`config.mk`:
```
export PLATFORM = sky130hd
export DESIGN_NAME = xbuf_top
export DESIGN_NICKNAME = d
export VERILOG_FILES = /design/src/xbuf_pkg.sv /design/src/x_buffer.sv /design/src/x_elem_array.sv /design/src/x_row_reducer.sv /design/src/x_row_streamer.sv /design/src/xbuf_top.sv
export SDC_FILE = /design/constraint.sdc
export NUM_CORES = 2
export LEC_CHECK = 0
export ABC_AREA = 0
export BUFFER_PORTS_ARGS = -buffer_cell sky130_fd_sc_hd__clkbuf_2
export CAP_MARGIN = 20
export CORE_ASPECT_RATIO = 1.25
export CORE_MARGIN = 3
export CORE_UTILIZATION = 30
export CTS_BUF_LIST = sky130_fd_sc_hd__clkbuf_4 sky130_fd_sc_hd__clkbuf_8 sky130_fd_sc_hd__clkbuf_16
export CTS_CLUSTER_SIZE = 24
export DETAILED_ROUTE_END_ITERATION = 10
export GPL_TIMING_DRIVEN = 0
export HOLD_SLACK_MARGIN = 0.02
export SYNTH_ARGS = -nofsm -noshare
export SYNTH_HDL_FRONTEND = slang
export SYNTH_SLANG_ARGS = --single-unit
```
`constraint.sdc`:
```
create_clock -name clk_i -period 31.2 [get_ports clk_i]
set_input_delay 3.12 -clock clk_i [delete_from_list [all_inputs] [get_ports clk_i]]
set_output_delay 3.12 -clock clk_i [all_outputs]
set_load 0.02 [all_outputs]
```
`src/xbuf_pkg.sv`:
```
/*
  Shared element type, tile geometry and count widths of the X staging path.
  RTL and testbench refer to these by scoped name.
*/
package xbuf_pkg;

  // Tile element
  localparam int unsigned ELEM_W = 16;
  typedef logic signed [ELEM_W-1:0] elem_t;

  // Tile geometry, H and DEPTH are powers of two and DEPTH is a multiple of H
  localparam int unsigned W     = 4;
  localparam int unsigned H     = 4;
  localparam int unsigned DEPTH = 16;

  // Index and count widths
  localparam int unsigned ROW_AW   = $clog2(W);
  localparam int unsigned BLK_AW   = $clog2(H);
  localparam int unsigned COL_AW   = $clog2(DEPTH);
  localparam int unsigned WIDTH_CW = $clog2(W + 1);
  localparam int unsigned SLOT_CW  = $clog2(DEPTH + 1);

  // Sized constants for counter compares
  localparam logic [BLK_AW-1:0]   LAST_COL = BLK_AW'(H - 1);
  localparam logic [WIDTH_CW-1:0] W_CNT    = WIDTH_CW'(W);

  typedef elem_t [DEPTH-1:0] row_t;
  typedef elem_t [W-1:0]     col_t;
  typedef col_t  [H-1:0]     block_t;

  // Row sums
  localparam int unsigned ACC_W = 24;
  typedef logic signed [ACC_W-1:0] acc_t;
  typedef acc_t [W-1:0]            sums_t;

endpackage

```
`src/x_buffer.sv`:
```
/*
  X buffer. Gathers the pad rows after tile_go_i, then walks the pad column by
  column into the free half of a two-half block store. The reducer drains the
  other half through h_shift_i. Dead rows and padded columns are written as zero.
*/
`timescale 1ns/1ps

module x_buffer (
  input  logic                          clk_i,
  input  logic                          rst_ni,
  input  logic                          clear_i,
  input  logic                          load_i,
  input  logic [xbuf_pkg::ROW_AW-1:0]   load_row_i,
  input  xbuf_pkg::row_t                load_data_i,
  input  logic [xbuf_pkg::WIDTH_CW-1:0] cfg_width_i,
  input  logic [xbuf_pkg::SLOT_CW-1:0]  cfg_slots_i,
  input  logic                          tile_go_i,
  input  logic                          h_shift_i,
  output logic                          block_valid_o,
  output xbuf_pkg::block_t              block_o,
  output logic                          tile_last_o,
  output logic                          tile_done_o
);

  typedef enum logic [1:0] {IDLE, FAST_FILL, WAIT_FREE, DRAIN_LAST} xbuf_state_e;

  xbuf_state_e state_q, state_d;

  // Pad gather
  logic [xbuf_pkg::WIDTH_CW-1:0]    g_cnt_q;
  logic                             pad_re;
  logic                             cap_q;
  logic [xbuf_pkg::ROW_AW-1:0]      cap_row_q;
  xbuf_pkg::row_t                   pad_rdata;
  xbuf_pkg::row_t [xbuf_pkg::W-1:0] pad_img_q;
  logic                             gathered;

  // Column walk
  logic [xbuf_pkg::SLOT_CW:0]   slots_up;
  logic [xbuf_pkg::SLOT_CW-1:0] tot_cols;
  logic [xbuf_pkg::SLOT_CW-1:0] col_ptr_q;
  logic [xbuf_pkg::SLOT_CW-1:0] rd_cnt_q;
  xbuf_pkg::col_t               col_data;

  // Block store halves
  logic                        buf_we;
  logic                        buf_re;
  logic [xbuf_pkg::BLK_AW-1:0] wr_col_q;
  logic [xbuf_pkg::BLK_AW-1:0] rd_col_q, rd_col_d;
  logic                        wr_half_q;
  logic                        rd_half_q, rd_half_d;
  logic [1:0]                  full_q, full_d;
  logic                        wr_done;
  logic                        rd_free;
  xbuf_pkg::col_t              buf_rdata;

  // Column total rounded up to whole blocks
  assign slots_up = {1'b0, cfg_slots_i} + (xbuf_pkg::SLOT_CW + 1)'(xbuf_pkg::H - 1);
  assign tot_cols = {slots_up[xbuf_pkg::SLOT_CW-1:xbuf_pkg::BLK_AW], {xbuf_pkg::BLK_AW{1'b0}}};

  // One pad row per cycle, captured a cycle later
  assign pad_re   = (state_q == FAST_FILL) && (g_cnt_q != xbuf_pkg::W_CNT);
  assign gathered = (g_cnt_q == xbuf_pkg::W_CNT) && !cap_q;

  x_elem_array #(
    .word_t  ( xbuf_pkg::row_t ),
    .ENTRIES ( xbuf_pkg::W     )
  ) i_pad (
    .clk_i   ( clk_i                             ),
    .rst_ni  ( rst_ni                            ),
    .we_i    ( load_i                            ),
    .waddr_i ( load_row_i                        ),
    .wdata_i ( load_data_i                       ),
    .re_i    ( pad_re                            ),
    .raddr_i ( g_cnt_q[xbuf_pkg::ROW_AW-1:0]     ),
    .rdata_o ( pad_rdata                         )
  );

  always_ff @(posedge clk_i or negedge rst_ni) begin
    if (!rst_ni) begin
      g_cnt_q   <= '0;
      cap_q     <= 1'b0;
      cap_row_q <= '0;
    end else if (clear_i || tile_go_i) begin
      g_cnt_q <= '0;
      cap_q   <= 1'b0;
    end else begin
      cap_q     <= pad_re;
      cap_row_q <= g_cnt_q[xbuf_pkg::ROW_AW-1:0];
      if (pad_re) begin
        g_cnt_q <= g_cnt_q + 1'b1;
      end
    end
  end

  // Rows at or beyond width are zeroed on capture
  always_ff @(posedge clk_i) begin
    if (cap_q) begin
      pad_img_q[cap_row_q] <= (xbuf_pkg::WIDTH_CW'(cap_row_q) < cfg_width_i) ? pad_rdata : '0;
    end
  end

  // Column at the walk pointer, zero past slots
  always_comb begin
    for (int r = 0; r < xbuf_pkg::W; r++) begin
      col_data[r] = (col_ptr_q < cfg_slots_i) ?
                    pad_img_q[r][col_ptr_q[xbuf_pkg::COL_AW-1:0]] : '0;
    end
  end

  assign buf_we  = (state_q == FAST_FILL) && gathered;
  assign wr_done = buf_we && (wr_col_q == xbuf_pkg::LAST_COL);
  assign rd_free = h_shift_i && (rd_col_q == xbuf_pkg::LAST_COL);

  always_comb begin
    full_d = full_q;
    if (rd_free) begin
      full_d[rd_half_q] = 1'b0;
    end
    if (wr_done) begin
      full_d[wr_half_q] = 1'b1;
    end
  end

  // Read address runs one step ahead so rdata already holds the next column
  assign rd_col_d  = h_shift_i ? rd_col_q + 1'b1 : rd_col_q;
  assign rd_half_d = rd_half_q ^ rd_free;
  assign buf_re    = h_shift_i || !block_valid_o;

  x_elem_array #(
    .word_t  ( xbuf_pkg::col_t  ),
    .ENTRIES ( 2 * xbuf_pkg::H  )
  ) i_blk (
    .clk_i   ( clk_i                  ),
    .rst_ni  ( rst_ni                 ),
    .we_i    ( buf_we                 ),
    .waddr_i ( {wr_half_q, wr_col_q}  ),
    .wdata_i ( col_data               ),
    .re_i    ( buf_re                 ),
    .raddr_i ( {rd_half_d, rd_col_d}  ),
    .rdata_o ( buf_rdata              )
  );

  always_comb begin
    state_d = state_q;
    case (state_q)
      IDLE: begin
        if (tile_go_i) begin
          state_d = FAST_FILL;
        end
      end
      FAST_FILL: begin
        if (wr_done) begin
          if (col_ptr_q + 1'b1 == tot_cols) begin
            state_d = DRAIN_LAST;
          end else if (full_d[~wr_half_q]) begin
            state_d = WAIT_FREE;
          end
        end
      end
      WAIT_FREE: begin
        if (!full_q[wr_half_q]) begin
          state_d = FAST_FILL;
        end
      end
      DRAIN_LAST: begin
        if (tile_done_o) begin
          state_d = IDLE;
        end
      end
      default: state_d = IDLE;
    endcase
  end

  always_ff @(posedge clk_i or negedge rst_ni) begin
    if (!rst_ni) begin
      state_q   <= IDLE;
      full_q    <= '0;
      wr_col_q  <= '0;
      wr_half_q <= 1'b0;
      rd_col_q  <= '0;
      rd_half_q <= 1'b0;
      col_ptr_q <= '0;
      rd_cnt_q  <= '0;
    end else if (clear_i) begin
      state_q   <= IDLE;
      full_q    <= '0;
      wr_col_q  <= '0;
      wr_half_q <= 1'b0;
      rd_col_q  <= '0;
      rd_half_q <= 1'b0;
      col_ptr_q <= '0;
      rd_cnt_q  <= '0;
    end else begin
      state_q   <= state_d;
      full_q    <= full_d;
      rd_col_q  <= rd_col_d;
      rd_half_q <= rd_half_d;
      if (buf_we) begin
        wr_col_q  <= wr_col_q + 1'b1;
        wr_half_q <= wr_half_q ^ wr_done;
        col_ptr_q <= col_ptr_q + 1'b1;
      end
      if (tile_go_i) begin
        col_ptr_q <= '0;
        rd_cnt_q  <= '0;
      end else if (h_shift_i) begin
        rd_cnt_q <= rd_cnt_q + 1'b1;
      end
    end
  end

  assign block_valid_o = full_q[rd_half_q];

  // Only the column under the read pointer is live in the block
  always_comb begin
    for (int h = 0; h < xbuf_pkg::H; h++) begin
      block_o[h] = (xbuf_pkg::BLK_AW'(h) == rd_col_q) ? buf_rdata : '0;
    end
  end

  assign tile_last_o = block_valid_o &&
                       (({1'b0, rd_cnt_q} + (xbuf_pkg::SLOT_CW + 1)'(xbuf_pkg::H)) >=
                        {1'b0, tot_cols});
  assign tile_done_o = (state_q == DRAIN_LAST) && h_shift_i &&
                       (rd_cnt_q + 1'b1 == tot_cols);

endmodule

```
`src/x_elem_array.sv`:
```
/*
  Flop array with one write port and one registered read port.
  Used for both the pad store and the double-buffered block store.
*/
`timescale 1ns/1ps

module x_elem_array #(
  parameter type         word_t  = logic,
  parameter int unsigned ENTRIES = 4
) (
  input  logic                       clk_i,
  input  logic                       rst_ni,
  input  logic                       we_i,
  input  logic [$clog2(ENTRIES)-1:0] waddr_i,
  input  word_t                      wdata_i,
  input  logic                       re_i,
  input  logic [$clog2(ENTRIES)-1:0] raddr_i,
  output word_t                      rdata_o
);

  word_t mem_q [ENTRIES];
  word_t rdata_q;

  always_ff @(posedge clk_i) begin
    if (we_i) begin
      mem_q[waddr_i] <= wdata_i;
    end
  end

  // A write and a read of the same entry in one cycle returns the old word
  always_ff @(posedge clk_i or negedge rst_ni) begin
    if (!rst_ni) begin
      rdata_q <= '0;
    end else if (re_i) begin
      rdata_q <= mem_q[raddr_i];
    end
  end

  assign rdata_o = rdata_q;

endmodule

```
`src/x_row_reducer.sv`:
```
/*
  Row reduction engine. Shifts through every ready block one column per
  cycle, keeps one running sum per tile row and publishes the sums after
  the last column of the tile.
*/
`timescale 1ns/1ps

module x_row_reducer (
  input  logic             clk_i,
  input  logic             rst_ni,
  input  logic             clear_i,
  input  logic             block_valid_i,
  input  xbuf_pkg::block_t block_i,
  input  logic             tile_last_i,
  input  logic             tile_done_i,
  output logic             h_shift_o,
  output logic             result_valid_o,
  output xbuf_pkg::sums_t  sums_o
);

  logic [xbuf_pkg::BLK_AW-1:0] col_q;
  xbuf_pkg::sums_t             acc_q, acc_d;
  xbuf_pkg::sums_t             sums_q;
  logic                        res_q;
  logic                        fin;

  // No stall, a valid block is always consumed
  assign h_shift_o = block_valid_i;
  assign fin       = tile_done_i && tile_last_i;

  always_comb begin
    acc_d = acc_q;
    if (h_shift_o) begin
      for (int r = 0; r < xbuf_pkg::W; r++) begin
        acc_d[r] = acc_q[r] + xbuf_pkg::acc_t'($signed(block_i[col_q][r]));
      end
    end
  end

  always_ff @(posedge clk_i or negedge rst_ni) begin
    if (!rst_ni) begin
      col_q <= '0;
      acc_q <= '0;
      res_q <= 1'b0;
    end else if (clear_i) begin
      col_q <= '0;
      acc_q <= '0;
      res_q <= 1'b0;
    end else begin
      res_q <= fin;
      if (h_shift_o) begin
        col_q <= col_q + 1'b1;
      end
      // Start the next tile from zero
      acc_q <= fin ? '0 : acc_d;
    end
  end

  // Final sums include the column shifted on the done cycle
  always_ff @(posedge clk_i) begin
    if (fin) begin
      sums_q <= acc_d;
    end
  end

  assign result_valid_o = res_q;
  assign sums_o         = sums_q;

endmodule

```
`src/x_row_streamer.sv`:
```
/*
  Tile producer. Latches the tile configuration on start_i, turns accepted
  beats into pad row writes and strobes tile_go_o once width rows are in.
*/
`timescale 1ns/1ps

module x_row_streamer (
  input  logic                          clk_i,
  input  logic                          rst_ni,
  input  logic                          clear_i,
  input  logic                          start_i,
  input  logic [xbuf_pkg::WIDTH_CW-1:0] width_i,
  input  logic [xbuf_pkg::SLOT_CW-1:0]  slots_i,
  input  logic                          x_valid_i,
  input  logic                          tile_done_i,
  output logic                          load_o,
  output logic [xbuf_pkg::ROW_AW-1:0]   load_row_o,
  output logic [xbuf_pkg::WIDTH_CW-1:0] cfg_width_o,
  output logic [xbuf_pkg::SLOT_CW-1:0]  cfg_slots_o,
  output logic                          tile_go_o,
  output logic                          busy_o
);

  typedef enum logic [1:0] {PH_IDLE, PH_LOAD, PH_COMPUTE} phase_e;

  phase_e                        phase_q;
  logic [xbuf_pkg::WIDTH_CW-1:0] rows_q;
  logic [xbuf_pkg::WIDTH_CW-1:0] cfg_width_q;
  logic [xbuf_pkg::SLOT_CW-1:0]  cfg_slots_q;
  logic                          tile_go_q;
  logic                          last_beat;

  // Beats outside the loading phase are dropped
  assign load_o     = (phase_q == PH_LOAD) && x_valid_i;
  assign load_row_o = rows_q[xbuf_pkg::ROW_AW-1:0];
  assign last_beat  = load_o && (rows_q + 1'b1 == cfg_width_q);

  always_ff @(posedge clk_i or negedge rst_ni) begin
    if (!rst_ni) begin
      phase_q     <= PH_IDLE;
      rows_q      <= '0;
      cfg_width_q <= '0;
      cfg_slots_q <= '0;
      tile_go_q   <= 1'b0;
    end else if (clear_i) begin
      phase_q   <= PH_IDLE;
      rows_q    <= '0;
      tile_go_q <= 1'b0;
    end else begin
      tile_go_q <= last_beat;
      case (phase_q)
        PH_IDLE: begin
          if (start_i) begin
            phase_q     <= PH_LOAD;
            rows_q      <= '0;
            cfg_width_q <= width_i;
            cfg_slots_q <= slots_i;
          end
        end
        PH_LOAD: begin
          if (last_beat) begin
            phase_q <= PH_COMPUTE;
          end else if (load_o) begin
            rows_q <= rows_q + 1'b1;
          end
        end
        PH_COMPUTE: begin
          // start_i is ignored until the buffer reports the final shift
          if (tile_done_i) begin
            phase_q <= PH_IDLE;
            rows_q  <= '0;
          end
        end
        default: phase_q <= PH_IDLE;
      endcase
    end
  end

  assign cfg_width_o = cfg_width_q;
  assign cfg_slots_o = cfg_slots_q;
  assign tile_go_o   = tile_go_q;
  assign busy_o      = (phase_q != PH_IDLE);

endmodule

```
`src/xbuf_top.sv`:
```
/*
  Top level of the X staging path. Streamer, buffer and reducer in a chain;
  one tile in per start_i, one vector of row sums out per result_valid_o.
*/
`timescale 1ns/1ps

module xbuf_top (
  input  logic                          clk_i,
  input  logic                          rst_ni,
  input  logic                          clear_i,
  input  logic                          start_i,
  input  logic [xbuf_pkg::WIDTH_CW-1:0] width_i,
  input  logic [xbuf_pkg::SLOT_CW-1:0]  slots_i,
  input  logic                          x_valid_i,
  input  xbuf_pkg::row_t                x_row_i,
  output logic                          busy_o,
  output logic                          result_valid_o,
  output xbuf_pkg::sums_t               sums_o
);

  logic                          pad_we;
  logic [xbuf_pkg::ROW_AW-1:0]   pad_waddr;
  logic [xbuf_pkg::WIDTH_CW-1:0] cfg_width;
  logic [xbuf_pkg::SLOT_CW-1:0]  cfg_slots;
  logic                          tile_go;
  logic                          block_valid;
  xbuf_pkg::block_t              block_data;
  logic                          tile_last;
  logic                          h_shift;
  logic                          tile_done;

  x_row_streamer i_streamer (
    .clk_i       ( clk_i     ),
    .rst_ni      ( rst_ni    ),
    .clear_i     ( clear_i   ),
    .start_i     ( start_i   ),
    .width_i     ( width_i   ),
    .slots_i     ( slots_i   ),
    .x_valid_i   ( x_valid_i ),
    .tile_done_i ( tile_done ),
    .load_o      ( pad_we    ),
    .load_row_o  ( pad_waddr ),
    .cfg_width_o ( cfg_width ),
    .cfg_slots_o ( cfg_slots ),
    .tile_go_o   ( tile_go   ),
    .busy_o      ( busy_o    )
  );

  x_buffer i_buffer (
    .clk_i         ( clk_i       ),
    .rst_ni        ( rst_ni      ),
    .clear_i       ( clear_i     ),
    .load_i        ( pad_we      ),
    .load_row_i    ( pad_waddr   ),
    .load_data_i   ( x_row_i     ),
    .cfg_width_i   ( cfg_width   ),
    .cfg_slots_i   ( cfg_slots   ),
    .tile_go_i     ( tile_go     ),
    .h_shift_i     ( h_shift     ),
    .block_valid_o ( block_valid ),
    .block_o       ( block_data  ),
    .tile_last_o   ( tile_last   ),
    .tile_done_o   ( tile_done   )
  );

  x_row_reducer i_reducer (
    .clk_i          ( clk_i          ),
    .rst_ni         ( rst_ni         ),
    .clear_i        ( clear_i        ),
    .block_valid_i  ( block_valid    ),
    .block_i        ( block_data     ),
    .tile_last_i    ( tile_last      ),
    .tile_done_i    ( tile_done      ),
    .h_shift_o      ( h_shift        ),
    .result_valid_o ( result_valid_o ),
    .sums_o         ( sums_o         )
  );

endmodule
```
=== Yosys cells after proc, flatten, opt, wreduce, memory -nomap -nowiden ===
Memories as Yosys holds them, arrays and structs flattened. A register that Yosys moved wholly into a read port is not among the register bits.
Cells that the tools add are included.

* Reductions and logical operators: 32
* Multiplexer cells: 80
* Order comparisons: 12
* Equal/unequal tests: 25
* Bitwise operators: 7
* Add/sub/neg operators: 13

{| class="wikitable"
|+ Operator list
! operator !! number
|-
| $bwmux 1024 || 1
|-
| $demux 256 s2 || 1
|-
| $mux 256 || 2
|-
| $mux 64 || 5
|-
| $mux 96 || 3
|-
| $bmux 16 s4 || 4
|-
| $bmux 64 s2 || 1
|-
| $mux 16 || 8
|-
| $add 24x16->24 || 4
|-
| $mux 2 || 19
|-
| $mux 5 || 6
|-
| $mux 3 || 7
|-
| $mux 1 || 18
|-
| $ne 3x2->1 const B || 5
|-
| $ne 3x3->1 const B || 5
|-
| $logic_and 1x1->1 || 14
|-
| $add 5x1->5 const B || 2
|-
| $eq 2x2->1 const B || 5
|-
| $eq 5x5->1 || 2
|-
| $reduce_and 5->1 || 2
|-
| $pmux 3 s3 || 1
|-
| $pmux 2 s4 || 1
|-
| $reduce_bool 2->1 || 4
|-
| $add 2x1->2 const B || 3
|-
| other kinds (30) || 46
|}

* Bits in registers: 1259
* Memories: 2
* Memory bits (writable): 1536
* Input bits: 269

{| class="wikitable"
|+ Memories
! memory !! words !! width !! rd ports !! clocked after Yosys merged registers in !! write ports !! line !! text
|-
| i_buffer.i_pad.mem_q || 4 || 256 || 1 || 1 || 1 || x_elem_array.sv:21 || <nowiki>word_t mem_q [ENTRIES];</nowiki>
|-
| i_buffer.i_blk.mem_q || 8 || 64 || 1 || 1 || 1 || x_elem_array.sv:21 ||
|}

=== Logic depth before layout (Yosys ltp) ===
* Word-level depth: 16
* Depth in mapped cells: 15
* Mapped depth without buffers: 14

=== Hierarchy ===
A second synthesis with hierarchy kept.

* Cells, all modules: 7361
* Area, all modules: 127979.0 um2

{| class="wikitable"
|+ By module, submodules not included
! module !! area each (um2) !! cells each !! instances !! seq. area each (um2)
|-
| x_elem_array (i_buffer.i_pad) || 47110.2 || 2452 || 1 || 37155.6
|-
| x_buffer || 44282.5 || 2336 || 1 || 31400.1
|-
| x_elem_array (i_buffer.i_blk) || 22223.8 || 1251 || 1 || 16976.3
|-
| x_row_reducer || 13659.4 || 1268 || 1 || 5360.1
|-
| x_row_streamer || 703.2 || 54 || 1 || 350.3
|}

=== Least setup slack after synthesis ===
Ideal clock, no wire load.

* Path kind: reg2reg
* From: register i_buffer.cap_row_q[1] (netlist name)
* To: register i_buffer.pad_img_q[0] (netlist bit) (enable)
* Cell stages (with the launch flop): 2
* Setup slack: 11.093 ns
* Data arrival time: 18.868 ns
* Required time: 29.961 ns
* Clock period less this slack: 20.107 ns
* Cells stage by stage: dfrtp_1 > nor3b_1

{| class="wikitable"
|+ RTL lines
! item !! line !! text
|-
| to (signal, indexed assignment) || x_buffer.sv:99 || <nowiki>pad_img_q[cap_row_q] <= (xbuf_pkg::WIDTH_CW'(cap_row_q) < cfg_width_i) ? pad_rdata : '0;</nowiki>
|-
| to (decl) || x_buffer.sv:35 || <nowiki>xbuf_pkg::row_t [xbuf_pkg::W-1:0] pad_img_q;</nowiki>
|}

=== Worst setup path in the final report ===
* From: input port x_valid_i
* To: memory i_buffer.i_pad.mem_q[1][145] (netlist bit) (enable)

* Cells in the longest elaborated chain, start to end: 3

{| class="wikitable"
|+ Ends and longest elaborated chain
! item !! line !! text
|-
| from (decl) || xbuf_top.sv:14 || <nowiki>input logic x_valid_i,</nowiki>
|-
| $logic_and 1x1->1 || x_row_streamer.sv:34 || <nowiki>assign load_o = (phase_q == PH_LOAD) && x_valid_i;</nowiki>
|-
| $mux 1 || x_elem_array.sv:25 || <nowiki>if (we_i) begin</nowiki>
|-
| $mux 1 (not written as such) || x_elem_array.sv:26 || <nowiki>mem_q[waddr_i] <= wdata_i;</nowiki>
|-
| to (decl) || x_elem_array.sv:21 ||
|}

Every way passes these cells.

==> impl_results.rst <==
.. list-table::
   :header-rows: 1

   * - Metric
     - Value
   * - Outcome
     - completed
   * - Number of clock sinks seen by CTS
     - 3115
   * - Std-Cell Core Area
     - 405300 µm²
   * - Clock insertion delay at the later pin of the skew report
     - 930 ps
   * - Remaining DRCs
     - 0
   * - DIE AREA
     - 415600 µm²
   * - Final Wtd Congestion
     - ~0.92
   * - Count of filler cells inserted in the layout
     - between 30000 and 40000
   * - Final #Nets
     - between 7000 and 8000
   * - Worst setup skew after layout
     - 85.88 ps
   * - # Max-Cap Violations
     - 0
   * - End of the worst register-to-register path
     - i_buffer.i_blk.mem_q[0][36]$_DFFE_PP_
   * - Startpoint class of the critical path
     - primary input
   * - Final setup violation count
     - 0
   * - Class of the tightest hold or removal check
     - reg2reg
   * - Overall fraction of global-route tracks in use
     - 15.83%
   * - Post-cts repair resize count
     - 0
   * - Crit path time final
     - 5468 ps
   * - Flip-flop cell with the highest count after synthesis
     - sky130_fd_sc_hd__edfxtp_1
   * - Slack of the worst reg-to-reg path
     - 26380 ps
   * - Ports
     - 367
   * - Starting Density
     - 30.19%
   * - Data arrival at the endpoint of the critical path
     - 5980 ps
   * - Static leakage power
     - 47.92 nW
   * - CP endpoint kind
     - flip-flop
   * - Routed via count
     - 61120
   * - Synthesized Nets
     - between 6000 and 7000
   * - Fraction of layout cells with a size suffix above 1
     - 30.12%
   * - Count of final max-slew check failures
     - 0
   * - Setup repair after global routing missed its margin
     - false
   * - Worst IR Drop VDD
     - between 0.04 and 0.05 mV
   * - Multi-input combinational cell area
     - 29850 µm²
   * - Placement row count
     - approximately 260
   * - Number of synthesized flops with an enable pin
     - 2656
   * - Post-synthesis area per instance
     - 20.19 µm²
   * - Post-detailed-route via-to-cell ratio
     - 4.868
   * - Area of all sequential standard cells
     - 91240 µm²
   * - Switching component of the power
     - 2.316 mW
   * - Final ANT Viol Nets
     - 0
   * - Area added between synthesis and finish
     - 17.44%
   * - Detailed Route WL
     - around 330000 µm
   * - Clock power frac
     - 38.6%
   * - Critical setup path kind
     - in2reg
   * - Switching portion of total power
     - between 20% and 30%
   * - Worst Max-Slew Pin Slew
     - around 1200 ps
   * - Clock tree buffer depth
     - 4
   * - Cell area after technology mapping
     - 122400 µm²
   * - Internal power
     - 7.403 mW
   * - Post-synthesis sequential area ratio
     - 74.57%
   * - Die span in y
     - 720 µm
   * - Hold-fix buffer count after cts
     - 0
   * - Via count of the first global-routing pass
     - 63010
   * - Met3 routed wirelength
     - slightly above 20000 µm
   * - End point of the most critical hold path
     - i_buffer.i_pad.rdata_o[95]$_DFFE_PN0P_
   * - Total clock buffers created by CTS
     - 308
   * - Number of DRC markers after the initial detailed-route iteration
     - approximately 6400
   * - Synth warnings
     - 0
   * - Maximum number of pins on one net before global-route repair
     - ~110
   * - Max Freq
     - 182.9 MHz
   * - Core occupancy in the finished layout
     - 35.46%
   * - IO buf count
     - 366
   * - Routed met1 length
     - 129700 µm
   * - Final-report hold violation count
     - 0
   * - Top routing layer in use
     - met5
   * - Detailed-router iteration count before antenna repair
     - 6
   * - Setup Slack @ Placement
     - 24850 ps
   * - Synthesized instance count
     - 6061
   * - Worst hold path depth
     - 1
   * - Summed negative setup slack over all endpoints
     - 0 ps
   * - Hold Path Origin
     - i_buffer.i_pad.rdata_o[95]$_DFFE_PN0P_
   * - Per-cell routed wire length
     - 26.61 µm
   * - Part of the total power dissipated in combinational logic
     - just over 9%
   * - Buffer type at the clock tree root
     - sky130_fd_sc_hd__clkbuf_16
   * - CTS tree
     - yes
   * - Power density over cell area
     - 67.64 nW/µm²
   * - Number of placed instances with taps included
     - 11970
   * - R2R depth
     - 15
   * - Sequential cell fraction of total power
     - 52.3%
   * - First-pass GRT wire length
     - 474200 µm
   * - Die span in x
     - approximately 580 µm
   * - Crit path setup slack, layout
     - about 26000 ps
   * - Share of synthesized flip-flops with an asynchronous set or reset
     - 14.74%
   * - Worst path required time
     - 31710 ps
   * - Depth of the CTS H-tree
     - 5
   * - Power consumption
     - a little under 10 mW
   * - Clock input transition at the sequential cells of the worst setup and hold paths
     - 60 ps
   * - Buffers inserted during post-CTS setup optimization
     - 0
   * - Initial antenna violation count
     - 111
   * - Post-route non-filler standard cell count
     - 12560
   * - Fraction of the cycle the final worst path needs
     - roughly 18%
   * - Half-perimeter wire length of the detailed placement result
     - 247900 µm
   * - CP Max Fanout
     - 56
   * - Worst slew margin relative to its limit
     - 22.07%
   * - Count of different cell masters after synthesis
     - 66
   * - Flip-flop and latch count after synthesis
     - 3115
   * - DR WL met2
     - 167400 µm
   * - Worst r2r src
     - i_buffer.g_cnt_q[1]$_DFFE_PN0P_
   * - Sum of overflow across all layers after global routing
     - 0
==> routing by layer <==
metal / track usage, % / up-vias
met4: 6.752 / 58
met1: 19.67 / 32280
met2: 27.14 / 2139
met3: 2.700 / 615
li1: - / 26030
met5: 0 / -
==> cell families after synthesis <==
| group | count (synthesis) | synth area share, % |
|---|---|---|
| buf+inv | 336 | 1.088 |
| simple gates | 897 | 3.916 |
| flops | 3115 | 74.57 |
| compound gates | 435 | 2.224 |
| xor+xnor | 102 | 0.7414 |
| fa+ha+maj | 127 | 1.323 |
| mux | 1049 | 16.13 |
==> power groups by stage <==
stage	clock network (mW)	registers [mW]	logic (mW)
finish	3.75	5.08	0.888
global placement	0	5.19	0.868
CTS	3.83	5.08	0.912
detailed placement	0	5.17	0.908
global route	3.99	5.10	0.949
floorplan	0	5.10	0.478
==> area by class of cell <==
type | instances | area share [%]
clock buffers | 407 | 6.024
flip-flops and latches | 3115 | 63.50
well taps | 5391 | 4.694
plain buffers | 303 | 0.8455
clock inverters | 152 | 1.099
multi-input cells | 2610 | 20.78
inverters | 33 | 0.08620
diodes | 24 | 0.04180
repair buffers | 522 | 2.935
==> cell usage in the layout (no fill, tap or decap), types with 139 or more instances in the layout <==
cell,instances
sky130_fd_sc_hd__edfxtp_1,2656
sky130_fd_sc_hd__mux4_2,705
sky130_fd_sc_hd__dfrtp_1,459
sky130_fd_sc_hd__clkbuf_2,371
sky130_fd_sc_hd__mux2_2,324
sky130_fd_sc_hd__nor2b_1,324
sky130_fd_sc_hd__clkbuf_16,314
sky130_fd_sc_hd__clkbuf_1,194
sky130_fd_sc_hd__nand2_1,176
sky130_fd_sc_hd__a21oi_1,167
sky130_fd_sc_hd__nor2_1,139
==> worst max-delay path: stages <==
cell	delay, ps
sky130_fd_sc_hd__clkbuf_2	170
sky130_fd_sc_hd__nor3b_1	720
sky130_fd_sc_hd__and2_4	400
sky130_fd_sc_hd__buf_16	280
sky130_fd_sc_hd__buf_16	300
sky130_fd_sc_hd__buf_16	310
sky130_fd_sc_hd__buf_16	310
==> worst max path at each step <==
stage	start	slack, ps	end
final	x_valid_i	25730	i_buffer.i_pad.mem_q[1][145]$_DFFE_PP_
after floorplan	i_buffer.cap_row_q[1]$_DFFE_PN0P_	11090	i_buffer.pad_img_q[0]$_DFFE_PP_
after detailed placement	x_valid_i	24850	i_buffer.i_pad.mem_q[1][159]$_DFFE_PP_
after global routing	x_valid_i	25580	i_buffer.i_pad.mem_q[1][144]$_DFFE_PP_
after global placement	i_buffer.cap_row_q[0]$_DFFE_PN0P_	2460	i_buffer.pad_img_q[135]$_DFFE_PP_
after CTS	x_valid_i	25800	i_buffer.i_pad.mem_q[1][159]$_DFFE_PP_
==> synth_stat cells (all sizes together), types with 11 or more instances <==
cell type | n | area, µm²
edfxtp | 2656 | 79760
mux4 | 705 | 15880
dfrtp | 459 | 11490
mux2 | 324 | 3649
nor2b | 324 | 2027
clkbuf | 200 | 750.7
nand2 | 176 | 660.6
a21oi | 167 | 835.8
nor2 | 141 | 529.3
and2 | 128 | 800.8
ha | 123 | 1539
buf | 103 | 456.7
o21ai | 72 | 360.3
xnor2 | 58 | 508.0
a21o | 45 | 337.8
xor2 | 43 | 376.6
inv | 33 | 123.9
a211oi | 29 | 217.7
nand3 | 28 | 140.1
nor3 | 22 | 110.1
a31oi | 21 | 131.4
mux2i | 20 | 212.7
o21bai | 17 | 127.6
and3 | 16 | 100.1
nand2b | 16 | 100.1
o211ai | 12 | 90.09
nand4 | 11 | 68.82
o21a | 11 | 82.58
==> per-stage QoR <==
step                area, µm²  hold WS [ps]
floorplan              122400         471.1
global placement       130900         485.6
detailed placement     133400         488.3
CTS                    143600         501.7
global route           143700         513.7
finish                 143700         494.7
==> flip-flops by register name, indices dropped and copies added, names as in the netlist, 5 cells and up <==
register	count
i_buffer.pad_img_q	1024
i_buffer.col_ptr_q	5
i_buffer.i_blk.mem_q	512
i_buffer.i_blk.rdata_o	64
i_buffer.rd_cnt_q	5
i_buffer.i_pad.mem_q	1024
i_reducer.acc_q	96
i_reducer.sums_o	96
i_buffer.i_pad.rdata_o	256
i_streamer.cfg_slots_o	5
No activity file was read; power rests on OpenSTA's default activity.
